`config.mk`:
```
export PLATFORM = sky130hd
export DESIGN_NAME = vt_frame_timer
export DESIGN_NICKNAME = d
export VERILOG_FILES = /design/src/video_pkg.sv /design/src/vt_frame_timer.sv
export SDC_FILE = /design/constraint.sdc
export NUM_CORES = 1
export LEC_CHECK = 0
export BUFFER_PORTS_ARGS = -buffer_cell sky130_fd_sc_hd__buf_2
export CORE_AREA = 2 2 96 98
export CTS_CLUSTER_DIAMETER = 30
export DETAILED_ROUTE_END_ITERATION = 10
export DIE_AREA = 0 0 98 100
export PLACE_DENSITY = 0.67
export SETUP_SLACK_MARGIN = 0.3
export SYNTH_ARGS = -nofsm -noshare
export SYNTH_HDL_FRONTEND = slang
export SYNTH_SLANG_ARGS = --single-unit
```
`constraint.sdc`:
```
create_clock -name i_pclk -period 2.7 [get_ports i_pclk]
set_clock_uncertainty 0.2 [all_clocks]
set_input_delay 0.135 -clock i_pclk [delete_from_list [all_inputs] [get_ports i_pclk]]
set_output_delay 0.135 -clock i_pclk [all_outputs]
set_load 0.005 [all_outputs]
```
`src/video_pkg.sv`:
```
//////////////////////////////
// Video timing package
// Widths, pixel-depth codes and the packed records shared by
// the timing engine blocks
//////////////////////////////

`default_nettype none

package video_pkg;

   // Timing counters and configuration fields
   localparam int CTR_W       = 11;
   // Line buffer word
   localparam int WORD_W      = 32;
   // One bit for the half, eight for the word
   localparam int LB_ADDR_W   = 9;
   localparam int WPL_W       = 8;
   // VIDC palette, 4 bits each of blue, green, red
   localparam int PAL_ENTRIES = 16;
   localparam int PAL_COL_W   = 12;
   // Output channel width
   localparam int CH_W        = 8;
   // Scan held this many cycles beyond the first on restart
   localparam int HOLD_CYCLES = 3;

   // Pixel depth codes
   localparam logic [2:0] BPP_1 = 3'd0;
   localparam logic [2:0] BPP_2 = 3'd1;
   localparam logic [2:0] BPP_4 = 3'd2;
   localparam logic [2:0] BPP_8 = 3'd3;

   // Raw configuration as the host supplies it
   typedef struct packed {
      logic [CTR_W-1:0] h_res;
      logic [CTR_W-1:0] h_fp;
      logic [CTR_W-1:0] h_sync;
      logic [CTR_W-1:0] h_bp;
      logic [CTR_W-1:0] v_res;
      logic [CTR_W-1:0] v_fp;
      logic [CTR_W-1:0] v_sync;
      logic [CTR_W-1:0] v_bp;
      logic [WPL_W-1:0] words_per_line_m1;
      logic [2:0]       bpp;
   } timing_cfg_t;

   // Cumulative limits, each the last px/py of its region
   typedef struct packed {
      logic [CTR_W-1:0] h_sync_off;
      logic [CTR_W-1:0] h_disp_start;
      logic [CTR_W-1:0] h_disp_end;
      logic [CTR_W-1:0] h_total;
      logic [CTR_W-1:0] v_sync_off;
      logic [CTR_W-1:0] v_disp_start;
      logic [CTR_W-1:0] v_disp_end;
      logic [CTR_W-1:0] v_total;
      logic [2:0]       bpp;
      logic [WPL_W-1:0] words_per_line_m1;
   } timing_lim_t;

   // Stage 0 beat from the frame timer
   typedef struct packed {
      logic             hsync;
      logic             vsync;
      logic             de;
      logic [CTR_W-1:0] dispx;
      logic [CTR_W-1:0] dispy;
   } scan_t;

   // Output beat
   typedef struct packed {
      logic [CH_W-1:0] r;
      logic [CH_W-1:0] g;
      logic [CH_W-1:0] b;
      logic            hsync;
      logic            vsync;
      logic            blank;
      logic            de;
   } video_out_t;

   // One line buffer write
   typedef struct packed {
      logic              valid;
      logic [WORD_W-1:0] data;
   } lb_write_t;

endpackage

`default_nettype wire
```
`src/vt_frame_timer.sv`:
```
//////////////////////////////
// Frame timer
// Pixel and line counters, sync and enable edges, and the
// logical display coordinates
//////////////////////////////

`default_nettype none

module vt_frame_timer (
   input  wire logic                   i_pclk,
   input  wire logic                   i_restart,
   input  wire video_pkg::timing_lim_t i_lim,
   output video_pkg::scan_t            o_scan
);

   // Physical scan position
   logic [video_pkg::CTR_W-1:0] px;
   logic [video_pkg::CTR_W-1:0] py;
   // Current line lies inside the vertical display window
   logic                        v_on_display;

   //////////////////////////////
   // Horizontal and vertical scan

   always_ff @(posedge i_pclk) begin
      if (i_restart) begin
         // Park on the line just before the first display line
         px              <= '0;
         py              <= i_lim.v_disp_start;
         v_on_display    <= 1'b0;
         o_scan.hsync    <= 1'b1;
         o_scan.vsync    <= 1'b0;
         o_scan.de       <= 1'b0;
         o_scan.dispx    <= '0;
         o_scan.dispy    <= '0;
      end else if (px == i_lim.h_total) begin
         // End of line
         px           <= '0;
         o_scan.hsync <= 1'b1;
         o_scan.de    <= 1'b0;
         o_scan.dispx <= '0;

         if (py == i_lim.v_total) begin
            py           <= '0;
            o_scan.vsync <= 1'b1;
         end else begin
            py <= py + 1'b1;
            if (py == i_lim.v_sync_off) begin
               o_scan.vsync <= 1'b0;
            end
         end

         // Vertical window, entered after v_disp_start, left after v_disp_end
         if (py == i_lim.v_disp_start) begin
            v_on_display <= 1'b1;
            o_scan.dispy <= '0;
         end else if (py == i_lim.v_disp_end) begin
            v_on_display <= 1'b0;
            o_scan.dispy <= '0;
         end else if (v_on_display) begin
            o_scan.dispy <= o_scan.dispy + 1'b1;
         end
      end else begin
         px <= px + 1'b1;

         // Display pixel index, restarts each line
         if (o_scan.de) begin
            o_scan.dispx <= o_scan.dispx + 1'b1;
         end else begin
            o_scan.dispx <= '0;
         end

         // Sync falls at the end of the sync width
         if (px == i_lim.h_sync_off) begin
            o_scan.hsync <= 1'b0;
         end

         // Enable covers h_res pixels
         if (px == i_lim.h_disp_start && v_on_display) begin
            o_scan.de <= 1'b1;
         end
         if (px == i_lim.h_disp_end) begin
            o_scan.de <= 1'b0;
         end
      end
   end

endmodule

`default_nettype wire

```
# ---- Word-level counts from Yosys, hierarchy flattened
# Index checks and enable logic that the tools add are counted.
dict set report word_totals {
  wordCells 42
  output_inout_bits 25
  rom_bits 0
  ff_bits 48
  latch_bits 0
  memories 0
  ram_bits 0
}
dict set report op_classes {
  n_div 0
  multipliers 0
  reduce_logical 11
  muxes 10
  add_sub_neg 4
  magnitude_cmp 0
  n_shift 0
  eq_ne 8
  bitwise 1
}
# cell n
set ops {}
lappend ops {{11-bit == test} 8}
lappend ops {{11-bit 2-to-1 mux} 6}
lappend ops {{11-bit by 1-bit adder with 11-bit output (second input constant)} 4}
lappend ops {{2-bit AND reduction} 3}
lappend ops {{2-bit nonzero test} 3}
lappend ops {{3-bit OR reduction} 2}
lappend ops {{1-bit 2-to-1 mux} 4}
lappend ops {{3-bit nonzero test} 1}
lappend ops {{2-bit OR reduction} 1}
lappend ops {{1-bit logical AND} 1}
lappend ops {{1-bit inverter} 1}

# ---- Depth between registers and ports, before layout
dict set report logic_depth {
  depth_word 4
  depth_mapped 7
}

# ---- Least setup slack after synthesis
# OpenSTA, ideal clock, no wires.
dict set report synth_path {
  kind {reg2reg}
  from {reg px[0] (netlist bit)}
  to {reg py[0] (netlist bit) (enable)}
  stages_incl_launch_ff 7
  arrival_time_ns 1.473
  synth_period_minus_slack_ns 1.986
  t_required_ns 2.187
  n_path_buf 2
  setup_slack_ns 0.714
  path_cell_list {dfxtp_1 buf_6 xor2_1 nor4_4 nand3_2 nand2_1 buf_4}
}
dict set report synth_between {
  elab_chain_cells 2
}
# element line_no
set synth_lines {}
lappend synth_lines {{from (decl)} vt_frame_timer.sv:17} ;# logic [video_pkg::CTR_W-1:0] px;
lappend synth_lines {{from (signal assigned)} vt_frame_timer.sv:64} ;# px <= px + 1'b1;
lappend synth_lines {{11-bit == test} vt_frame_timer.sv:36} ;# end else if (px == i_lim.h_total) begin
lappend synth_lines {{2-bit nonzero test (no line)} n/a}
lappend synth_lines {{to (signal assigned)} vt_frame_timer.sv:29} ;# py <= i_lim.v_disp_start;
lappend synth_lines {{to (signal assigned)} vt_frame_timer.sv:47} ;# py <= py + 1'b1;
lappend synth_lines {{to (decl)} vt_frame_timer.sv:18} ;# logic [video_pkg::CTR_W-1:0] py;
# No other way between the ends.
# A chain may end at the register's enable or synchronous reset.

# ---- Final worst setup path
dict set report layout_path {
  from {reg py[5] (netlist bit)}
  to {reg o_scan[8] (netlist bit)}
}
dict set report layout_between {
  elab_chain_cells 3
  elab_cells_between_ends 6
  classes_between {2 x eq/ne; 2 x mux; 2 x reduce/logical}
}
# element line_no
set layout_lines {}
lappend layout_lines {{11-bit == test (on tied branches)} {vt_frame_timer.sv:54, vt_frame_timer.sv:57}}
lappend layout_lines {{3-bit nonzero test (no line) / 11-bit 2-to-1 mux (equally long branches)} n/a}
lappend layout_lines {{2-bit AND reduction (no line) / 11-bit 2-to-1 mux (equally long branches)} n/a}
lappend layout_lines {{to (decl)} vt_frame_timer.sv:13} ;# output video_pkg::scan_t o_scan
# Several ways; a longest one is shown, not always the timed one.

==> metrics.yaml <==
outcome:
  outcome: "complete, no violations"
cells_and_area:
  syn_to_final_growth_pct: 28.0
  nNetsFinal: 626
  diodes: 0
  drive_above_1_share: 0.293
  postLayoutCellArea_um2: 4340
  fillCellCount: 866
yosys:
  yosysWarnings: 0
  syn_area_um2: 3390
  syn_area_per_cell_um2: 8.57
  ys_seq_elements: 48
  synthArstFlopShare: 0
  synth_enable_flop_cells: 11
  ys.flop_type: "dfxtp_1"
  synthCells: 396
  synth.distinct_cells: 34
  synth_seq_area_share: 0.316
  synth.net_count: 501
cts:
  cts_buffer_depth: 2
  cts_tree: "built"
  cts_made_buffers: 5
  cts_sinks: 48
  h-tree-depth: 2
  clk_pin_slew_ns: 0.09
  insertion_delay_ns: 0.30
  cts_root_buf: "clkbuf_8"
timing:
  clock.fmax_ghz: 0.452
  timing.final.ws_setup_ns: 0.486
  setup_viol: 0
  fin_tns_setup_ns: 0
  period_share: 0.820
  max-slew-margin-rel: 0.605
  worst_pin_slew_ns: 0.588
  rsz0062_at_grt: "false"
  whs_ns: 0.0468
  report.final.slew_viol_count: 0
  timing_hold_violations_final: 0
  period_minus_slack_ns: 2.21
pwr:
  p_seq_frac: 0.489
  power_frac_comb: 0.245
  swShare: 0.292
  p_clk_frac: 0.265
  p_per_area_nw_per_um2: 392
  internal_power_mw: 1.20
  p_leak_nw: 1.80
  peakVddDrop_mv: 0.210
  power_switching_mw: 0.497
routing:
  routedWlPerCell_um: 14.8
  viasPerCell: 5.04
  routed_wl_um: 9360
  dr.pass1.iters: 5
  initialDrtViolationCount: 107
  via_count: 3192
  drcViolationCount: 0
  drtAntennaViolNets: 0
critical_path:
  required_ns: 2.68
  cp-start-kind: "register"
  endpoint: "o_scan[8]"
  cp_max_fo: 8
  r2r_slack_ns: 0.49
  setup.worst_path.start: "py[5]"
  crit_path_end_kind: "register"
  critical_path_arrival_ns: 2.20
  r2r_start: "py[5]"
  reg2reg_depth: 6
  r2r-end: "o_scan[8]"
  criticalPathCategory: "reg2reg"
global_routing:
  grtUsageTotal: 0.193
  grt-ovfl-total: 0
  grt_pass1_vias: 3211
  grt_max_degree: 31
  antenna_found_initial: 0
  grt_pass1_wl_um: 15500
floorplan:
  die_y_um: 100
  ios: 126
  start_util: 0.382
  core_um2: 8890
  dieArea_um2: 9800
  rows: 35
  die_x_um: 98
placed_design:
  gp_congestion: 0.877
  place_ws_ns: 0.475
  placed_area_um2: 4120
  port_buffers: 114
  place.detailed.hpwl_um: 7250
min_path:
  hold_path.class: "in2reg"
flow_run:
  maxCapViolations: 0
worst min path at each step:
stage,from,to,cells past startpoint
2_1_floorplan,i_lim[33],py[0],2
3_3_place_gp,i_lim[33],py[0],3
3_5_place_dp,i_lim[33],py[0],3
4_1_cts,i_lim[47],o_scan[23],5
5_1_grt,i_lim[52],o_scan[23],5
6_report,i_lim[47],o_scan[23],5
worst max-delay path, cell delays in order (launching register included):
cell	delay [ns]
edfxtp_1	0.55
xor2_1	0.23
nor4_1	0.31
nand3_1	0.35
buf_4	0.29
nand4_1	0.07
o211ai_1	0.10
state kept, by name, indices dropped and copies added, names as in the netlist:
signal        cells
px               11
v_on_display      1
py               11
o_scan           25
Yosys cell counts, drive strengths merged, types with 2 or more instances:
master	count	area, µm²
o211ai	7	62.6
o221ai	4	35.0
nor2	31	116
a22o	3	26.3
o21ai	3	15.0
nor3	15	80.1
nand4	22	138
nand4b	2	32.5
clkbuf	6	22.5
nand2	28	105
o31ai	8	60.1
nand2b	2	12.5
dfxtp	37	741
buf	26	148
nand3	37	190
edfxtp	11	330
ha	4	50.1
xnor2	55	482
xor2	60	526
a21oi	3	15.0
nor4	9	86.3
inv	12	45.0
and3	7	43.8
cell families (layout without fill, tap and decap cells):
family | after synthesis | after routing | synth area share
xor gates and xnor gates | 115 | 115 | 0.297
adders and majority gates | 4 | 4 | 0.0148
and+or+nand+nor | 156 | 156 | 0.243
DFF | 48 | 48 | 0.316
AOI/OAI and AO/OA | 29 | 29 | 0.0657
buffers and inverters | 44 | 170 | 0.0634
routing by layer:
layer,routed length (µm),global-route usage,part of all wire
met5,0,0,0
met4,130,0.0481,0.014
met3,453,0.0279,0.048
met2,4690,0.349,0.50
met1,4080,0.241,0.44
area by class of cell:
cell class	count	area, µm²	area share
repair buffers	150	886	0.204
well taps	111	139	0.0320
flip-flops and latches	48	1070	0.247
multi-input cells	304	2110	0.485
clock inverters	2	10.0	0.00231
clock buffers	6	82.6	0.0190
inverters	12	45.0	0.0104
power by group through the flow:
stage	logic, mW	clock network (mW)	registers [mW]
floorplan	0.258	0	0.822
global placement	0.393	0	0.845
detailed placement	0.403	0	0.847
CTS	0.419	0.456	0.831
global route	0.466	0.482	0.838
finish	0.417	0.451	0.832
metrics by stage:
| step | power, mW | util | std cells |
|---|---|---|---|
| 5_1_grt | 1.79 | 0.488 | 633 |
| 3_3_place_gp | 1.24 | 0.463 | 612 |
| 6_report | 1.70 | 0.488 | 633 |
| 2_1_floorplan | 1.08 | - | 396 |
| 3_5_place_dp | 1.25 | 0.463 | 612 |
| 4_1_cts | 1.71 | 0.488 | 633 |
repair_timing:
action	4_1_cts	5_1_grt
hold buffers	13	0
endpoints found under the setup margin	0	1
resized for setup	0	1
setup buffers	0	0
hold endpoints to repair	12	0
cells in the final DEF (no fill, tap or decap), drive strengths merged:
cell type,count
nor2,31
and4,1
xnor2,55
nor2b,1
nor3,15
nand4,22
nand2b,2
dfxtp,37
clkinv,2
and3,7
xor2,60
nand2,28
o211ai,7
clkbuf,6
ha,4
dlygate4sd3,13
nor4,9
o41ai,1
buf,137
o21ai,3
nand3,37
or2,1
o31ai,8
o221ai,4
inv,12
a21oi,3
edfxtp,11
a22o,3
nand4b,2
(Power assumes the default switching activity.)
