$ cat config.mk
export PLATFORM = sky130hd
export DESIGN_NAME = vt_pixel_pipe
export DESIGN_NICKNAME = d
export VERILOG_FILES = /design/src/video_pkg.sv /design/src/vt_pixel_pipe.sv
export SDC_FILE = /design/constraint.sdc
export NUM_CORES = 1
export LEC_CHECK = 0
export BUFFER_PORTS_ARGS = -buffer_cell sky130_fd_sc_hd__buf_2
export CAP_MARGIN = 20
export CORE_AREA = 2 2 145 147
export DETAILED_ROUTE_END_ITERATION = 16
export DIE_AREA = 0 0 147 149
export PLACE_DENSITY_LB_ADDON = 0.2
export RECOVER_POWER = 100
export SLEW_MARGIN = 10
export SYNTH_ARGS = -nofsm -noshare
export SYNTH_HDL_FRONTEND = slang
export SYNTH_SLANG_ARGS = --single-unit
$ cat constraint.sdc
create_clock -name i_pclk -period 2 [get_ports i_pclk]
set_input_delay 0.2 -clock i_pclk [delete_from_list [all_inputs] [get_ports i_pclk]]
set_output_delay 0.2 -clock i_pclk [all_outputs]
set_load 0.1 [all_outputs]
$ cat src/video_pkg.sv
//////////////////////////////
// Video timing package
// Widths, pixel-depth codes and the packed records shared by
// the timing engine blocks
//////////////////////////////

`default_nettype none

package video_pkg;

   // Timing counters and configuration fields
   localparam int CTR_W       = 11;
   // Line buffer word
   localparam int WORD_W      = 32;
   // One bit for the half, eight for the word
   localparam int LB_ADDR_W   = 9;
   localparam int WPL_W       = 8;
   // VIDC palette, 4 bits each of blue, green, red
   localparam int PAL_ENTRIES = 16;
   localparam int PAL_COL_W   = 12;
   // Output channel width
   localparam int CH_W        = 8;
   // Scan held this many cycles beyond the first on restart
   localparam int HOLD_CYCLES = 3;

   // Pixel depth codes
   localparam logic [2:0] BPP_1 = 3'd0;
   localparam logic [2:0] BPP_2 = 3'd1;
   localparam logic [2:0] BPP_4 = 3'd2;
   localparam logic [2:0] BPP_8 = 3'd3;

   // Raw configuration as the host supplies it
   typedef struct packed {
      logic [CTR_W-1:0] h_res;
      logic [CTR_W-1:0] h_fp;
      logic [CTR_W-1:0] h_sync;
      logic [CTR_W-1:0] h_bp;
      logic [CTR_W-1:0] v_res;
      logic [CTR_W-1:0] v_fp;
      logic [CTR_W-1:0] v_sync;
      logic [CTR_W-1:0] v_bp;
      logic [WPL_W-1:0] words_per_line_m1;
      logic [2:0]       bpp;
   } timing_cfg_t;

   // Cumulative limits, each the last px/py of its region
   typedef struct packed {
      logic [CTR_W-1:0] h_sync_off;
      logic [CTR_W-1:0] h_disp_start;
      logic [CTR_W-1:0] h_disp_end;
      logic [CTR_W-1:0] h_total;
      logic [CTR_W-1:0] v_sync_off;
      logic [CTR_W-1:0] v_disp_start;
      logic [CTR_W-1:0] v_disp_end;
      logic [CTR_W-1:0] v_total;
      logic [2:0]       bpp;
      logic [WPL_W-1:0] words_per_line_m1;
   } timing_lim_t;

   // Stage 0 beat from the frame timer
   typedef struct packed {
      logic             hsync;
      logic             vsync;
      logic             de;
      logic [CTR_W-1:0] dispx;
      logic [CTR_W-1:0] dispy;
   } scan_t;

   // Output beat
   typedef struct packed {
      logic [CH_W-1:0] r;
      logic [CH_W-1:0] g;
      logic [CH_W-1:0] b;
      logic            hsync;
      logic            vsync;
      logic            blank;
      logic            de;
   } video_out_t;

   // One line buffer write
   typedef struct packed {
      logic              valid;
      logic [WORD_W-1:0] data;
   } lb_write_t;

endpackage

`default_nettype wire
$ cat src/vt_pixel_pipe.sv
//////////////////////////////
// Pixel output pipeline
// Demux, palette lookup and widening, with the syncs delayed
// to match, four cycles from stage 0 to the output
//////////////////////////////

`default_nettype none

module vt_pixel_pipe (
   input  wire logic                        i_pclk,
   input  wire video_pkg::timing_lim_t      i_lim,
   input  wire video_pkg::scan_t            i_scan,
   input  wire logic [video_pkg::WORD_W-1:0] i_rdata,
   input  wire logic [video_pkg::PAL_ENTRIES-1:0][video_pkg::PAL_COL_W-1:0] i_palette,
   output video_pkg::video_out_t            o_video
);

   // Stage 1, alongside the RAM read data
   logic                        hsync1;
   logic                        vsync1;
   logic                        de1;
   logic [4:0]                  xidx1;
   // Stage 2, picked pixel
   logic                        hsync2;
   logic                        vsync2;
   logic                        de2;
   logic [7:0]                  pix_sel;
   logic [7:0]                  pix2;
   // Stage 3, widened colour
   logic                        hsync3;
   logic                        vsync3;
   logic                        de3;
   logic [video_pkg::PAL_COL_W-1:0] pal_entry;
   logic [video_pkg::PAL_COL_W-1:0] colour;
   logic [video_pkg::CH_W-1:0]  r3;
   logic [video_pkg::CH_W-1:0]  g3;
   logic [video_pkg::CH_W-1:0]  b3;

   // 4-bit channel to output width, low bits repeat bit 3
   function automatic logic [video_pkg::CH_W-1:0] widen(input logic [3:0] ch);
      widen = {ch, {(video_pkg::CH_W-4){ch[3]}}};
   endfunction

   //////////////////////////////
   // Stage 0 to 1

   // Pixel-in-word index travels with the read
   always_ff @(posedge i_pclk) begin
      hsync1 <= i_scan.hsync;
      vsync1 <= i_scan.vsync;
      de1    <= i_scan.de;
      xidx1  <= i_scan.dispx[4:0];
   end

   //////////////////////////////
   // Stage 1 to 2

   // Lowest bits hold the leftmost pixel, narrow pixels zero-extended
   always_comb begin
      pix_sel = '0;
      case (i_lim.bpp)
         video_pkg::BPP_1: pix_sel[0]   = i_rdata[xidx1];
         video_pkg::BPP_2: pix_sel[1:0] = i_rdata[{xidx1[3:0], 1'b0} +: 2];
         video_pkg::BPP_4: pix_sel[3:0] = i_rdata[{xidx1[2:0], 2'b00} +: 4];
         default:          pix_sel      = i_rdata[{xidx1[1:0], 3'b000} +: 8];
      endcase
   end

   always_ff @(posedge i_pclk) begin
      hsync2 <= hsync1;
      vsync2 <= vsync1;
      de2    <= de1;
      pix2   <= pix_sel;
   end

   //////////////////////////////
   // Stage 2 to 3

   // Low nibble indexes the palette at every depth
   assign pal_entry = i_palette[pix2[3:0]];

   // 8 bpp takes the top bits of each channel from the pixel itself
   always_comb begin
      if (i_lim.bpp == video_pkg::BPP_8) begin
         colour = {pix2[7], pal_entry[10:8],
                   pix2[6:5], pal_entry[5:4],
                   pix2[4], pal_entry[2:0]};
      end else begin
         colour = pal_entry;
      end
   end

   // Palette layout is blue high, red low
   always_ff @(posedge i_pclk) begin
      hsync3 <= hsync2;
      vsync3 <= vsync2;
      de3    <= de2;
      r3     <= widen(colour[3:0]);
      g3     <= widen(colour[7:4]);
      b3     <= widen(colour[11:8]);
   end

   //////////////////////////////
   // Stage 3 to 4

   always_ff @(posedge i_pclk) begin
      o_video.r     <= r3;
      o_video.g     <= g3;
      o_video.b     <= b3;
      o_video.hsync <= hsync3;
      o_video.vsync <= vsync3;
      o_video.blank <= ~de3;
      o_video.de    <= de3;
   end

endmodule

`default_nettype wire

### Yosys cells after proc, flatten, opt, wreduce, memory -nomap -nowiden

Cells that the tools add are included.

| word-level totals | value |
|---|---|
| latch bits | 0 |
| bits in registers | 74 |
| memories kept | 0 |
| input bits | 349 |
| ROM bits | 0 |
| RAM bits | 0 |

| cells by class | value |
|---|---|
| bitwise gates (word level) | 1 |
| multiplexer cells | 8 |
| multipliers | 0 |
| $lt $le $gt $ge | 2 |
| reductions and logical operators | 3 |
| shift-type cells | 3 |
| equal/unequal tests | 3 |
| div/mod/pow operators | 0 |
| add/sub/neg operators | 0 |

Operator list:

| operator | number |
|---|---|
| binary-select mux 12 bit (select 4 bit) | 1 |
| indexed part select 32 x 6 -> 2 bit | 1 |
| indexed part select 32 x 6 -> 4 bit | 1 |
| indexed part select 32 x 6 -> 8 bit | 1 |
| 2-to-1 mux 12 bit | 2 |
| equality test 3 x 2 -> 1 bit, second input constant | 2 |
| less-than comparator 5 x 6 -> 1 bit, second input constant | 1 |
| case mux 1 bit (3 select lines) | 2 |
| binary-select mux 1 bit (select 5 bit) | 1 |
| less-than comparator 4 x 5 -> 1 bit, second input constant | 1 |
| case mux 2 bit (2 select lines) | 1 |
| equality test 3 x 1 -> 1 bit, second input constant | 1 |
| zero test 3 bit | 1 |
| OR reduction 3 bit | 1 |
| OR reduction 2 bit | 1 |
| 2-to-1 mux 1 bit | 1 |
| NOT 1 bit | 1 |

### Depth between registers and ports, before layout

| logic depth | value |
|---|---|
| depth in word-level cells | 3 |
| depth in mapped cells | 8 |
| mapped depth without buffers | 5 |

### Least setup slack after synthesis

No wires, ideal clock.

| timing | value |
|---|---|
| path type | register to register |
| start point | register pix2[0] |
| end point | register b3[4] in the netlist's numbering |
| required time | 1.866 ns |
| setup time | 0.134 ns |
| arrival time | 1.900 ns |
| path slack | -0.034 ns |
| buffers on the path | 2 |
| clock period less this slack | 2.034 ns |
| stages on the path, launching flop included | 5 |
| path through | dfxtp_1 > buf_2 > buf_2 > mux4_2 > mux4_2 |

| on the way | value |
|---|---|
| cells in the longest elaborated chain, start to end | 3 |

Ends and longest elaborated chain:

| element | RTL line | RTL |
|---|---|---|
| from (decl) | vt_pixel_pipe.sv:28 | `logic [7:0] pix2;` |
| from (signal assigned) | vt_pixel_pipe.sv:73 | `pix2 <= pix_sel;` |
| binary-select mux 12 bit (select 4 bit) | vt_pixel_pipe.sv:80 | `assign pal_entry = i_palette[pix2[3:0]];` |
| 2-to-1 mux 12 bit (not written as such) | vt_pixel_pipe.sv:80 |  |
| 2-to-1 mux 12 bit | vt_pixel_pipe.sv:84 | `if (i_lim.bpp == video_pkg::BPP_8) begin` |
| net colour, one bit | vt_pixel_pipe.sv:34 | `logic [video_pkg::PAL_COL_W-1:0] colour;` |
| to (signal assigned) | vt_pixel_pipe.sv:100 | `b3 <= widen(colour[11:8]);` |
| to (decl) | vt_pixel_pipe.sv:37 | `logic [video_pkg::CH_W-1:0] b3;` |

The timed path passes the listed nets, and every way through them passes these cells. The select of a mux whose other input is x is not followed.
A chain may end at the register's enable or synchronous reset.

### Final worst setup path

| timing | value |
|---|---|
| start point | register pix2[0] |
| end point | register g3[3] in the netlist's numbering |

| on the way | value |
|---|---|
| cells in the longest elaborated chain, start to end | 3 |

Ends and longest elaborated chain:

| element | RTL line | RTL |
|---|---|---|
| binary-select mux 12 bit (select 4 bit) | vt_pixel_pipe.sv:80 |  |
| 2-to-1 mux 12 bit (not written as such) | vt_pixel_pipe.sv:80 |  |
| 2-to-1 mux 12 bit | vt_pixel_pipe.sv:84 |  |
| net colour, one bit | vt_pixel_pipe.sv:34 |  |
| to (signal assigned) | vt_pixel_pipe.sv:99 | `g3 <= widen(colour[7:4]);` |
| to (decl) | vt_pixel_pipe.sv:36 | `logic [video_pkg::CH_W-1:0] g3;` |

The timed path passes the listed nets, and every way through them passes these cells. The select of a mux whose other input is x is not followed.

==> results summary <==
Walking the worst path, the cells encountered are buf_12 > mux4_2 > mux4_2 > mux2_4. The first-pass GRT wire length is 21200 um. In this run the worst hold path is classified as primary input to register. Summed over all cells, the static leakage comes to 2.39 nW. The number of buffers and inverters on the critical path is 1.

Routability-driven placement finished with a final weighted congestion of 0.818. The number of storage elements in the synthesis netlist is 50. The global-route usage over all layers is 13.1%. The initial cell density of the core is 17.7%. After global routing the overflow that remains totals 0. The die area is 0.0219 sq mm. The number of enable flip-flop cells after synthesis is 0.

The vertical die dimension came out at 149 um. Setup violations remaining at the end of the flow were counted as 1. OpenSTA, run right after detailed placement, puts the worst setup slack at -0.0207 ns. Measured along the x axis, the die boundary spans 147 um. The total power after layout is 0.00477 W. At the end of the flow the core is filled with cells to 27.0%.

The final worst-path setup slack came out at -0.0251 ns. The number of antenna violations at the first check in global routing came out at 2. Counting instances in the post-synthesis netlist gives the leading cell types as mux4_2 (92), dfxtp_1 (50), buf_4 (15). The area share of the largest cell type after synthesis came out at 57.0%. The element type at the critical path end is a register.

Headroom to the max-slew limit came out at 19.9%. The via count of the first global-routing pass came out at 3486. The accumulated negative setup slack is -0.0251 ns. The floorplan row count came out at 53. The source-to-sink clock delay at the later pin of the worst-skew pair came out at 0.30 ns. The run finished, with violations left. The checks that failed: negative setup slack. The cell area after synthesis came out at 0.00363 sq mm. Counting I/O delays and the setup requirement, the final critical path takes 2.03 ns. The final wirelength is 14700 um. The count of final max-slew check failures came out at 0. The pin count of the biggest net entering global routing is 33. The sequential area share after synthesis came out at 27.5%. Setup repair after global routing could not meet its margin everywhere. The tree is rooted in a clkbuf_16. Among all stages on the critical path, the largest delay is contributed by mux4_2.

Clock skew on the completed layout was measured at 0.00992 ns. The number of unique standard cell types used by synthesis came out at 27. In the synthesized netlist the dominant register cell turns out to be dfxtp_1. The startpoint kind of the worst setup timing path is a register. The Yosys step of the flow raised 0 warnings.

VDD sags by at most 0.420 mV. In the post-synthesis netlist, the cell with the most instances is mux4_2. TritonCTS built the clock tree. The post-route antenna net violation count is 0. The period utilization is 101%. The core area is 0.0206 sq mm. The synthesized netlist cell count is 231. The estimated wirelength of the detail-placed design is 12300 um. The buffer levels on the longest clock path came out at 2.

The clock-pin slew reported for the worst setup and hold paths after clock tree synthesis is 0.07 ns. The detailed router finished its first iteration with 113 violations. STA puts the critical path data required time at 2.18 ns.

The count of final hold-check violations is 0. The met2 track utilization from global routing came out at 19.4%. The net count of the finished layout is 842.

The via count is 3334. The boundary pin count is 377. Yosys attributes the largest share of cell area to mux4_2 (57%), dfxtp_1 (28%), buf_4 (3.1%), mux2_2 (2.5%), buf_2 (1.7%). The biggest area consumer among synthesized cells is mux4_2. The fill cell instance count of the final layout came out at 2175. The arrival time of the worst setup path came out at 2.21 ns. After synthesis, the mean cell area works out to 15.7 sq um. The fraction of met1 tracks used by global routing came out at 18.6%.

The met3 capacity usage during global routing came out at 4.50%. The maximum cell stage delay along the critical path is 0.57 ns. The post-synthesis to final-layout area growth is 52.7%. The worst setup path is of the register to register kind. The number of buffers inserted by port buffering came out at 263.

The highest attainable clock frequency is 494 MHz. The H-tree level count is 2. The number of sinks handled by clock tree synthesis is 50. The setup slack of the worst register-to-register path is -0.03 ns.

The fraction of synthesis flops using an asynchronous set or reset pin came out at 0%. Of all nets on the critical path, the largest fanout is 3. The routed wirelength normalized by instance count is 19.1 um. The CTS buffer count is 5. For this run, design rule violations remaining after detail routing come to 0. Of the cells placed in the final design, the portion with a size suffix greater than 1 is 78.1%. The busiest layer in global routing is met2. The most numerous cell type found on the critical path is mux4_2. The power density over cell area came out at 859 mW/mm^2. The number of violations of the max-capacitance limit is 0.

On the critical path the largest part of the delay comes from multiplexers. The actual transition at the worst max-transition pin is 1.21 ns. The first TritonRoute pass finished after 4 iterations.

The number of vias per cell after detailed routing is 4.33. The synthesized net count is 580.
worst paths after layout:
path / from / endpoint / cells after the start
worst max-delay path: pix2[0]$_DFF_P_ / g3[3]$_DFF_P_ / 4
worst min-delay path: i_scan[23] / vsync1$_DFF_P_ / 1
worst max register to register: pix2[0]$_DFF_P_ / g3[3]$_DFF_P_ / 4
worst min register to register: b3[3]$_DFF_P_ / o_video[7]$_DFF_P_ / 0
cell usage in the layout (no fill, tap or decap), drive strengths merged, types with 3 or more instances in the layout:
cell type    synthesis  routed
buf                 27     256
clkbuf               8      33
dfxtp               50      50
dlygate4sd3          0       6
inv                  5       6
mux2                 8       8
mux4                92      92
nand2                5       5
nand2b               3       3
nor2b                4       4
o21ai                3       3
o22ai                6       6
flip-flops by register name (all words and copies together) (netlist names):
name and cells:
de3 1, g3 4, vsync1 1, de1 1, hsync3 1, b3 4, hsync1 1, hsync2 1
pix2 8, xidx1 5, o_video 16, r3 4, de2 1, vsync3 1, vsync2 1
cells by family (layout without fill, tap and decap cells):
family	after synthesis	after routing	share of synthesized area, %
AO/OA/AOI/OAI	18	18	3.24
multiplexers	102	102	60.1
buffers and inverters	40	302	6.10
AND/OR/NAND/NOR	21	21	3.07
flip-flops	50	50	27.5
other	0	2	0
power breakdown:
group / internal, W / switching (W) / total [W]
Clock: 0.000459 / 0.000399 / 0.000858
Sequential: 0.00119 / 0.000110 / 0.00130
Combinational: 0.000910 / 0.00170 / 0.00261
Total: 0.00256 / 0.00221 / 0.00477
cell type report:
class | instances | area, sq um | share of cell area (%)
Sequential cell | 50 | 1010 | 18.1
Clock buffer | 5 | 125 | 2.25
Antenna cell | 2 | 5.00 | 0.0902
Multi-Input combinational cell | 141 | 2410 | 43.5
Tap cell | 275 | 344 | 6.20
Timing Repair Buffer | 290 | 1620 | 29.2
Clock inverter | 2 | 13.8 | 0.248
Inverter | 5 | 18.8 | 0.338
layer usage:
metal  vias up  part of all wire, %  wire length [um]
li1       1510                    -                 -
met1      1621                   46              6800
met5         -                    0                 0
met4         0                 0.91               133
met2       197                   43              6270
met3         6                   10              1480
stage by stage:
step,cells,hold WS [ns],instance area (sq um)
2_1_floorplan,231,0.228,3640
3_3_place_gp,750,0.302,5320
3_5_place_dp,750,0.307,5320
4_1_cts,765,0.00358,5570
5_1_grt,769,0.00839,5550
6_report,770,0.0158,5550
repair_timing:
action,in CTS,in global routing
endpoints found under the setup margin,3,9
setup buffers,1,4
endpoints found under the hold margin,6,0
gates cloned,1,0
hold buffers,6,0
resized for setup,2,0
Power figures use the tool's default switching activity.
