**config.mk**
```make
export PLATFORM = sky130hd
export DESIGN_NAME = vt_config_sync
export DESIGN_NICKNAME = d
export VERILOG_FILES = /design/src/video_pkg.sv /design/src/vt_config_sync.sv
export SDC_FILE = /design/constraint.sdc
export NUM_CORES = 1
export LEC_CHECK = 0
export ABC_AREA = 1
export BUFFER_PORTS_ARGS = -buffer_cell sky130_fd_sc_hd__buf_2
export CAP_MARGIN = 20
export CORE_MARGIN = 4
export CORE_UTILIZATION = 59
export DETAILED_ROUTE_END_ITERATION = 10
export PLACE_DENSITY = 0.87
export SLEW_MARGIN = 0
export SYNTH_ARGS = -nofsm -noshare
export SYNTH_HDL_FRONTEND = slang
export SYNTH_SLANG_ARGS = --single-unit
```
**constraint.sdc**
```tcl
create_clock -name i_pclk -period 12.8 [get_ports i_pclk]
set_clock_uncertainty 0.05 [all_clocks]
set_input_delay 0.64 -clock i_pclk [delete_from_list [all_inputs] [get_ports i_pclk]]
set_output_delay 0.64 -clock i_pclk [all_outputs]
set_load 0.05 [all_outputs]
```
**src/video_pkg.sv**
```systemverilog
//////////////////////////////
// Video timing package
// Widths, pixel-depth codes and the packed records shared by
// the timing engine blocks
//////////////////////////////

`default_nettype none

package video_pkg;

   // Timing counters and configuration fields
   localparam int CTR_W       = 11;
   // Line buffer word
   localparam int WORD_W      = 32;
   // One bit for the half, eight for the word
   localparam int LB_ADDR_W   = 9;
   localparam int WPL_W       = 8;
   // VIDC palette, 4 bits each of blue, green, red
   localparam int PAL_ENTRIES = 16;
   localparam int PAL_COL_W   = 12;
   // Output channel width
   localparam int CH_W        = 8;
   // Scan held this many cycles beyond the first on restart
   localparam int HOLD_CYCLES = 3;

   // Pixel depth codes
   localparam logic [2:0] BPP_1 = 3'd0;
   localparam logic [2:0] BPP_2 = 3'd1;
   localparam logic [2:0] BPP_4 = 3'd2;
   localparam logic [2:0] BPP_8 = 3'd3;

   // Raw configuration as the host supplies it
   typedef struct packed {
      logic [CTR_W-1:0] h_res;
      logic [CTR_W-1:0] h_fp;
      logic [CTR_W-1:0] h_sync;
      logic [CTR_W-1:0] h_bp;
      logic [CTR_W-1:0] v_res;
      logic [CTR_W-1:0] v_fp;
      logic [CTR_W-1:0] v_sync;
      logic [CTR_W-1:0] v_bp;
      logic [WPL_W-1:0] words_per_line_m1;
      logic [2:0]       bpp;
   } timing_cfg_t;

   // Cumulative limits, each the last px/py of its region
   typedef struct packed {
      logic [CTR_W-1:0] h_sync_off;
      logic [CTR_W-1:0] h_disp_start;
      logic [CTR_W-1:0] h_disp_end;
      logic [CTR_W-1:0] h_total;
      logic [CTR_W-1:0] v_sync_off;
      logic [CTR_W-1:0] v_disp_start;
      logic [CTR_W-1:0] v_disp_end;
      logic [CTR_W-1:0] v_total;
      logic [2:0]       bpp;
      logic [WPL_W-1:0] words_per_line_m1;
   } timing_lim_t;

   // Stage 0 beat from the frame timer
   typedef struct packed {
      logic             hsync;
      logic             vsync;
      logic             de;
      logic [CTR_W-1:0] dispx;
      logic [CTR_W-1:0] dispy;
   } scan_t;

   // Output beat
   typedef struct packed {
      logic [CH_W-1:0] r;
      logic [CH_W-1:0] g;
      logic [CH_W-1:0] b;
      logic            hsync;
      logic            vsync;
      logic            blank;
      logic            de;
   } video_out_t;

   // One line buffer write
   typedef struct packed {
      logic              valid;
      logic [WORD_W-1:0] data;
   } lb_write_t;

endpackage

`default_nettype wire
```
**src/vt_config_sync.sv**
```systemverilog
//////////////////////////////
// Configuration handshake
// Syncs the toggle request, holds the scan for a few cycles
// and captures the derived timing limits
//////////////////////////////

`default_nettype none

module vt_config_sync (
   input  wire logic                   i_pclk,
   input  wire logic                   i_reset,
   input  wire video_pkg::timing_cfg_t i_cfg,
   input  wire logic                   i_cfg_req,
   output logic                        o_cfg_ack,
   output logic                        o_restart,
   output video_pkg::timing_lim_t      o_lim
);

   // Two-flop synchroniser on the toggle request
   logic [1:0] req_sync;
   // Counts the hold, restart is high while it runs
   logic [$clog2(video_pkg::HOLD_CYCLES+1)-1:0] hold_ctr;
   // Hold came from a request, so ack at its end
   logic       ack_due;
   logic       req_pending;

   always_ff @(posedge i_pclk) begin
      if (i_reset) begin
         req_sync <= '0;
      end else begin
         req_sync <= {req_sync[0], i_cfg_req};
      end
   end

   // A request is open while the synced level differs from the ack
   assign req_pending = req_sync[1] != o_cfg_ack;

   //////////////////////////////
   // Hold sequencer

   always_ff @(posedge i_pclk) begin
      if (i_reset) begin
         // Reset runs the same hold, but owes no ack
         o_restart <= 1'b1;
         hold_ctr  <= '0;
         ack_due   <= 1'b0;
         o_cfg_ack <= 1'b0;
      end else if (!o_restart) begin
         if (req_pending) begin
            o_restart <= 1'b1;
            hold_ctr  <= '0;
            ack_due   <= 1'b1;
         end
      end else if (hold_ctr != video_pkg::HOLD_CYCLES) begin
         hold_ctr <= hold_ctr + 1'b1;
      end else begin
         // Release the scan, ack in the same cycle
         o_restart <= 1'b0;
         ack_due   <= 1'b0;
         if (ack_due) begin
            o_cfg_ack <= ~o_cfg_ack;
         end
      end
   end

   //////////////////////////////
   // Limit capture

   // Syncs sit at coordinate 0, display starts after the back porch
   always_ff @(posedge i_pclk) begin
      if (o_restart) begin
         o_lim.h_sync_off   <= i_cfg.h_sync - 1'b1;
         o_lim.h_disp_start <= i_cfg.h_sync + i_cfg.h_bp - 1'b1;
         o_lim.h_disp_end   <= i_cfg.h_sync + i_cfg.h_bp + i_cfg.h_res - 1'b1;
         o_lim.h_total      <= i_cfg.h_sync + i_cfg.h_bp + i_cfg.h_res + i_cfg.h_fp - 1'b1;
         o_lim.v_sync_off   <= i_cfg.v_sync - 1'b1;
         o_lim.v_disp_start <= i_cfg.v_sync + i_cfg.v_bp - 1'b1;
         o_lim.v_disp_end   <= i_cfg.v_sync + i_cfg.v_bp + i_cfg.v_res - 1'b1;
         o_lim.v_total      <= i_cfg.v_sync + i_cfg.v_bp + i_cfg.v_res + i_cfg.v_fp - 1'b1;
         o_lim.bpp          <= i_cfg.bpp;
         // Line buffer wrap point
         o_lim.words_per_line_m1 <= i_cfg.words_per_line_m1;
      end
   end

endmodule

`default_nettype wire

```
Word level (Yosys, flattened, before mapping)
Cells that the tools add are included.
W data, S select, Z words.

word-level totals
  flip-flop bits (word level) = 106
  bits in latches = 0
  RAM bits = 0
  ROM bits = 0
  bits of input ports = 102
  memories kept = 0

cells by class
  add/subtract/negate cells = 15
  $mul = 0
  div/mod/pow operators = 0
  order comparisons = 0
  equal/unequal tests = 4
  shift-type cells = 0
  muxes and demuxes = 9
  bitwise operators = 2
  reductions and logical operators = 4

operator list
  kind                     count
  $sub A11 B1 Y11 const B  8
  $add A11 B11 Y11         6
  $mux W1                  6
  $mux W2                  3
  $ne A2 B2 Y1 const B     2
  $reduce_and A2 Y1        2
  $reduce_and A3 Y1        1
  $add A2 B1 Y2 const B    1
  $ne A2 B1 Y1 const B     1
  $not A1 Y1               2
  $reduce_bool A2 Y1       1
  $ne A1 B1 Y1             1

Depth between registers and ports, before layout
Gate-level depths: netlist of the first run.

  word-level depth = 4
  gate-level depth with buffers = 30
  mapped depth without buffers = 30

Least setup slack after synthesis of the first run
OpenSTA, ideal clock, no wires.

  path kind = input-to-reg
  start = input port i_cfg[55] in the netlist's numbering
  end = register o_lim[65] in the netlist's numbering (data pin)
  arrival time = 4.209 ns
  slack = 8.288 ns
  cell stages on the path = 23
  buffers on the path = 1
  path through = ha_1 > fa_1 > nand2_1 > nand2_1 > o21ai_1 > xor2_1 > inv_1 > ha_1 > a21oi_1 > nand4_1 > and2_1 > buf_4 > ha_1 > inv_1 > ha_1 > nand2_1 > nor3_1 > nand3_1 > o2111ai_1 > xor2_1 > inv_1 > nand2_1 > nand2_1

between the ends
  cells in the longest elaborated chain, start to end = 4

RTL lines
  item                           line                  RTL
  start, declared                vt_config_sync.sv:12  input wire video_pkg::timing_cfg_t i_cfg,
  $add A11 B11 Y11 (3 in a row)  vt_config_sync.sv:75  o_lim.h_total <= i_cfg.h_sync + i_cfg.h_bp + i_cfg.h_res + i_cfg.h_fp - 1'b1;
  $sub A11 B1 Y11                vt_config_sync.sv:75
  end, declared                  vt_config_sync.sv:16  output video_pkg::timing_lim_t o_lim

Every way passes these cells.
A chain may end at the register's enable or synchronous reset.

Worst setup path after layout of the first run
  start = input port i_cfg[66] in the netlist's numbering
  end = register o_lim[65] in the netlist's numbering (data pin)

Same word-level chain as after synthesis.

==> metrics.md, run 1 <==
| Metric | Value |
|---|---|
| Status | finished, final reports clean |
| Die X | 124 um |
| PD cells | 211 mW/mm2 |
| Clk slew on worst S/H paths | 70 ps |
| Critical Path Source Type | primary input |
| Initial antenna violation count | 0 |
| RSZ-0062 raised after global routing | false |
| Post-DP Area | 0.00917 mm2 |
| WL final | 18800 um |
| Detailed Place HPWL | 15400 um |
| Vias per cell | 5.14 |
| Final non-filler cell total | 1337 |
| DR vias | 6872 |
| Total negative slack | 0 ps |
| Wire length per cell | 14.0 um |
| Synth unique cells | 42 |
| Largest net degree at the start of global routing | 58 |
| R2r endpoint | o_lim[72]$_DFFE_PP_ |
| Antenna Cells | 0 |
| Die height | 124 um |
| TritonCTS buffer count | 9 |
| Period Utilization, post-route | 36.9% |
| Switch share | 49.3% |
| VDD IR max | 0.0000998 V |
| Internal Pwr Total | 1020 uW |
| Share of cells above drive strength 1 | 21.4% |
| CTS Root Cell | clkbuf_16 |
| Die area | 0.0154 mm2 |
| Max Fclk | 0.212 GHz |
| Least-Margin Pin Slew | 695 ps |
| P_leak | 0.00496 uW |
| Global-route usage over all layers | 24.0% |
| Slew headroom | 53.7% |
| CP max FO | 5 |
| Hold-fix buffers, CTS | 0 |
| Hold-critical path depth | 2 |
| Setup Viol. Count Final | 0 |
| CTS tree | built |
| I/O pin cnt | 203 |
| Routed Antenna Nets | 0 |
| Worst-case clock buffer depth | 2 |
| Critical path arrival | 4780 ps |
| Crit path kind | in2reg |
| Core area | 0.0132 mm2 |
| Hold Path End | req_sync[1]$_SDFF_PP0_ |
| H-tree depth | 3 |
| Setup slack, reg-to-reg | 10940 ps |
| Hold_sp | req_sync[0]$_SDFF_PP0_ |
| Crit Reg-Reg Startpoint | o_restart$_SDFF_PP1_ |
| Reg2reg path depth | 1 |
| Clock network fraction of total power | 14.4% |
| YS warnings | 0 |
| Dpl cells | 1321 |
| Sequential-to-total area share from yosys stat | 39.2% |
| Post-CTS Setup Inserts | 0 |
| First DRT Iteration DRCs | 365 |
| Combinational group share of total power | 56.0% |
| Synth Register Bits | 106 |
| Worst Path Required | 12860 ps |
| Design Area, Final | 0.00948 mm2 |
| Setup ws final | 8080 ps |
| Max_cap viols | 0 |
| Area delta synth->final | 19.4% |
| IO Port Bufs | 202 |
| Fin. max-slew vios | 0 |
| CTS resizes | 0 |
| Pre-CTS WS | 7820 ps |
| Worst setup EP type | flop |
| NetSw | 987 uW |
| FP Rows | 42 |
| Pre-antenna DRT Iters | 5 |
| DRC Markers | 0 |
| GPL Wtd Cong | 0.962 |
| Mean Syn Cell Area | 8.42 um2 |
| Fin crit period | 4720 ps |
| Worst-Skew Late Latency | 350 ps |
| Sinks on Clock Net | 106 |
| Starting Density | 60.2% |
| Fillers | 1025 |
| Gr ovfl total | 0 |
| Final hold violation count | 0 |
| # nets final | 1347 |
| Syn_nets | 1134 |
| Worst hold path type | reg2reg |
| Cell area after synthesis | 0.00794 mm2 |
| Number of global-route vias before repair | 6261 |
| Mapped Cells | 943 |
| Power share of the sequential group | 29.6% |
| Total power | 2000 uW |
| First-pass GRT wire length | 28600 um |
==> sequential cells by signal, indices dropped and copies added (netlist names) <==
signal and flops:
ack_due 1, hold_ctr 2, o_cfg_ack 1, o_lim 99
o_restart 1, req_sync 2
==> worst max path at each step <==
| stage | slack [ps] | depth (start not counted) | start | end |
|---|---|---|---|---|
| after floorplan | 8290 | 23 | i_cfg[55] | o_lim[65]$_DFFE_PP_ |
| after global placement | 7940 | 23 | i_cfg[55] | o_lim[65]$_DFFE_PP_ |
| after detailed placement | 7820 | 26 | i_cfg[66] | o_lim[65]$_DFFE_PP_ |
| after CTS | 8170 | 26 | i_cfg[66] | o_lim[65]$_DFFE_PP_ |
| after global routing | 7760 | 26 | i_cfg[66] | o_lim[65]$_DFFE_PP_ |
| final | 8080 | 26 | i_cfg[66] | o_lim[65]$_DFFE_PP_ |
==> Yosys cell counts (all sizes together) <==
library cell	count	area [um2]
inv	188	706
xor2	61	583
o21a	1	7.51
nand2	216	823
edfxtp	99	2970
nor3b	5	42.5
a21oi	35	175
dfxtp	7	140
nand3	63	320
xnor2	22	193
a21boi	1	7.51
fa	6	120
o211ai	1	7.51
nor3	9	66.3
o21bai	7	52.6
nand4	23	144
or2	7	43.8
a31oi	2	12.5
or3	1	6.26
a211oi	1	7.51
buf	1	7.51
a21o	2	15.0
nand3b	2	18.8
and2	1	6.26
o2111ai	1	8.76
nor2	79	309
o21ai	18	93.8
ha	83	1040
o31ai	1	7.51
==> layer usage <==
layer / routed length (um) / vias up / global-route usage, %
met4: 442 / 0 / 9.03
met3: 1510 / 34 / 4.90
met2: 9070 / 249 / 41.3
met1: 7740 / 3106 / 29.8
li1: - / 3483 / -
met5: 0 / - / 0
==> cell families after synthesis <==
family | synth area share (%)
adder cells (fa/ha/maj) | 14.6
AO/OA/AOI/OAI | 4.98
XOR/XNOR | 9.77
AND/OR/NAND/NOR | 22.4
flip-flops | 39.2
buffers and inverters | 8.99
==> worst max-delay path: stages <==
cell	delay, ps
buf_2	120
ha_1	260
fa_1	440
nand2_1	80
nand2_1	50
o21ai_1	160
xor2_1	250
inv_1	100
ha_1	360
nand2_1	100
nor2_1	150
nand2_1	80
nand3_1	80
nand2_1	50
and2_1	190
ha_1	290
inv_1	40
ha_1	350
nand2_1	100
nor3_1	220
nand3_1	120
o2111ai_1	170
xor2_1	220
inv_1	60
nand2_1	60
nand2_1	50
==> cell type report <==
class / instances / area [um2] / share of cell area, %
Timing Repair Buffer: 203 / 1020 / 10.7
Clock inverter: 7 / 81.3 / 0.858
Multi-Input combinational cell: 648 / 4110 / 43.4
Inverter: 188 / 706 / 7.45
Sequential cell: 106 / 3120 / 32.9
Clock buffer: 9 / 225 / 2.38
Tap cell: 176 / 220 / 2.32
==> layout by cell type, fill, tap and decap left out, types with 2 or more instances in the layout <==
| cell | netlist | layout |
|---|---|---|
| inv_1 | 187 | 187 |
| nor3b_1 | 4 | 4 |
| xor2_1 | 56 | 56 |
| buf_2 | 0 | 202 |
| o21bai_1 | 7 | 7 |
| nand2_1 | 211 | 211 |
| a31oi_1 | 2 | 2 |
| nor2_2 | 5 | 5 |
| nand2_2 | 5 | 5 |
| ha_1 | 83 | 83 |
| nor2_1 | 74 | 74 |
| clkbuf_16 | 0 | 9 |
| edfxtp_1 | 99 | 99 |
| nand3_1 | 62 | 62 |
| xor2_2 | 4 | 4 |
| nand4_1 | 23 | 23 |
| xnor2_1 | 22 | 22 |
| a21oi_1 | 35 | 35 |
| dfxtp_1 | 7 | 6 |
| o21ai_1 | 2 | 2 |
| o21ai_0 | 15 | 15 |
| fa_1 | 6 | 6 |
| nor3_1 | 6 | 6 |
| a21o_1 | 2 | 2 |
| inv_6 | 0 | 3 |
| or2_2 | 6 | 6 |
| nor3_2 | 2 | 2 |
==> power groups by stage <==
stage               Sequential (uW)  Combinational, uW  Clock, uW
finish                          593               1120        289
global route                    604               1220        307
CTS                             595               1120        293
detailed placement              600               1120          0
global placement                599               1090          0
floorplan                      1010                486          0
==> stage by stage <==
| stage | utilization (%) | hold slack (ps) |
|---|---|---|
| 4_1_cts | 71.9 | 359 |
| 3_3_place_gp | 69.5 | 340 |
| 6_report | 71.9 | 358 |
| 3_5_place_dp | 69.5 | 348 |
| 2_1_floorplan | - | 338 |
| 5_1_grt | 71.9 | 386 |
No activity file was read; power rests on OpenSTA's default activity.
==> run 2, diff against run 1 <==
--- a/config.mk
+++ b/config.mk
@@ -9,9 +9,9 @@
 export BUFFER_PORTS_ARGS = -buffer_cell sky130_fd_sc_hd__buf_2
 export CAP_MARGIN = 20
 export CORE_MARGIN = 4
-export CORE_UTILIZATION = 59
+export CORE_UTILIZATION = 49
 export DETAILED_ROUTE_END_ITERATION = 10
-export PLACE_DENSITY = 0.87
+export PLACE_DENSITY = 0.77
 export SLEW_MARGIN = 0
 export SYNTH_ARGS = -nofsm -noshare
 export SYNTH_HDL_FRONTEND = slang
==> constraint.sdc (replaced) <==
create_clock -name i_pclk -period 3.94 [get_ports i_pclk]
set_clock_uncertainty 0.05 [all_clocks]
set_input_delay 0.197 -clock i_pclk [delete_from_list [all_inputs] [get_ports i_pclk]]
set_output_delay 0.197 -clock i_pclk [all_outputs]
set_load 0.05 [all_outputs]
==> run 2 against run 1 <==
Setup slack lost 7900 ps. Routed wire length grew 3.9%. Design area grew 10%. Critical path type unchanged. Critical endpoint unchanged.
==> metrics.md, run 2 (synthesis gave the netlist of run 1 again) <==
| Metric | Value |
|---|---|
| Slowest-stage cell, CP | fa_2 |
| Critical Path Source Type | primary input |
| Detailed Place HPWL | 15900 um (+3.1%) |
| Storage cell area | 0.00312 mm2 (unchanged) |
| Top flop regs | o_lim x99, hold_ctr x2, req_sync x2 |
| Core Util, Final | 65.9% (-6.0 points) |
| Fin. max-slew vios | 0 (unchanged) |
| Total negative slack | 0 ps (unchanged) |
| FP Rows | 46 (+9.5%) |
| Gr ovfl total | 0 (unchanged) |
| Initial antenna violation count | 0 (unchanged) |
| Number of global-route vias before repair | 6797 (+8.6%) |
| GPL Wtd Cong | 0.892 (-7.3%) |
| Die X | 135 um (+9.1%) |
| Total power | 6980 uW (+250%) |
| R2r endpoint | o_lim[96]$_DFFE_PP_ |
| H-tree depth | 3 (unchanged) |
| Largest net degree at the start of global routing | 81 (+40%) |
| Slew headroom | 31.4% (-22 points) |
| Die height | 135 um (+9.1%) |
| Area occupied by multi-input gates | 0.00430 mm2 (+4.6%) |
| Global-route usage over all layers | 20.8% (-3.2 points) |
| # nets final | 1444 (+7.2%) |
| Die area | 0.0183 mm2 (+19%) |
| Core area | 0.0159 mm2 (+20%) |
| Final hold violation count | 0 (unchanged) |
| First-pass GRT wire length | 30600 um (+7.1%) |
| P_leak | 0.00542 uW (+9.3%) |
| Design Area, Final | 0.0105 mm2 (+10%) |
| Sinks on Clock Net | 106 (unchanged) |
| Buffers and inverters on the worst path | 4 (unchanged) |
| Least-Margin Pin Slew | 1030 ps (+333 ps) |
| Fin crit period | 3730 ps |
| Commonest non-fill, non-tap cell in the layout | nand2_1 |
| TritonCTS buffer count | 9 (unchanged) |
| CP max FO | 4 (-1) |
| IO Port Bufs | 202 (unchanged) |
| Number of flip-flops in the largest register | 99 (unchanged) |
| Levels on crit path | 26 (unchanged) |
| Max Fclk | 0.268 GHz |
| Reg2reg path depth | 1 (unchanged) |
| CTS tree | built |
| Worst-Skew Late Latency | 350 ps (about the same) |
| Period Utilization, post-route | 94.6% |
| Worst Path Required | 4010 ps (-8850 ps) |
| DR vias | 7141 (+3.9%) |
| Most frequent CP cell | nand2_1 |
| Pre-antenna DRT Iters | 5 (unchanged) |
| Setup slack, reg-to-reg | 2070 ps (-8870 ps) |
| Hold_sp | i_reset |
| CTS Root Cell | clkbuf_16 |
| Area delta synth->final | 31.8% |
| Share of cells above drive strength 1 | 29.1% (+7.6 points) |
| Max_cap viols | 0 (unchanged) |
| Hold Path End | req_sync[1]$_SDFF_PP0_ |
| First DRT Iteration DRCs | 282 (-23%) |
| Worst hold margin | 22.4 ps (-336 ps) |
| CP delay by family, top | adder cells |
| Largest Register | o_lim |
| Wire length per cell | 13.2 um (-5.8%) |
| Max incr delay on CP | 350 ps (-90 ps) |
| WL final | 19500 um (+3.9%) |
| Most frequent cells in the layout | nand2_1, buf_2, inv_1 |
| Antenna Cells | 0 (unchanged) |
| Vias per cell | 4.84 (-5.7%) |
| RSZ-0062 raised after global routing | true |
| Crit path kind | in2reg |
| DRC Markers | 0 (unchanged) |
| Setup Viol. Count Final | 0 (unchanged) |
| I/O pin cnt | 203 (unchanged) |
| Crit Reg-Reg Startpoint | o_restart$_SDFF_PP1_ |
| Hold-critical path depth | 2 (unchanged) |
| Worst hold path type | in2reg |
| Fillers | 1296 (+26%) |
| Worst setup EP type | flop |
| Post-DP Area | 0.00988 mm2 (+7.7%) |
| Critical path arrival | 3790 ps (-990 ps) |
| Routed Antenna Nets | 0 (unchanged) |
| Clk slew on worst S/H paths | 70 ps (about the same) |
| Starting Density | 50.0% (-10 points) |
| Status | finished, final reports clean |
| PD cells | 667 mW/mm2 (+220%) |
| Worst-case clock buffer depth | 2 (unchanged) |
| VDD IR max | 0.000394 V (+290%) |
==> run 2: power breakdown <==
part / switching [uW] / internal, uW
sequential: 160 / 1780
combinational: 2730 / 1400
clock: 443 / 460
total: 3330 / 3650
==> run 2: how the worst max path moves through the flow <==
stage,startpoint,end,slack (ps)
2_1_floorplan,i_cfg[11],o_lim[19]$_DFFE_PP_,10
3_3_place_gp,i_cfg[11],o_lim[19]$_DFFE_PP_,-130
3_5_place_dp,i_cfg[11],o_lim[19]$_DFFE_PP_,-200
4_1_cts,i_cfg[55],o_lim[65]$_DFFE_PP_,160
5_1_grt,i_cfg[55],o_lim[65]$_DFFE_PP_,-40
6_report,i_cfg[55],o_lim[65]$_DFFE_PP_,210
==> run 2: per-stage QoR <==
stage	cells	setup WS, ps
final	1474	215
after global routing	1474	-35.5
after CTS	1473	164
after detailed placement	1445	-200
after global placement	1445	-133
after floorplan	943	10.6
==> run 2: layout make-up <==
type / instances / area share, %
clock buffers: 10 / 2.28
clock inverters: 6 / 0.514
inverters: 188 / 6.74
multi-input cells: 648 / 41.1
flip-flops and latches: 106 / 29.8
well taps: 216 / 2.58
repair buffers: 300 / 17.0
==> run 2: metal layers <==
layer | vias up | routed length (um) | GRT usage (%)
met1 | 3228 | 8510 | 26.0
met2 | 208 | 9190 | 35.5
met3 | 24 | 1460 | 5.39
met4 | 0 | 334 | 6.44
li1 | 3681 | - | -
met5 | - | 0 | 0
==> run 2: timing repair <==
item / 4_1_cts / 5_1_grt
buffers inserted: 0 / 1
endpoints found under the hold margin: 12 / 0
resized for setup: 0 / 30
hold buffers: 12 / 0
endpoints found under the setup margin: 0 / 7
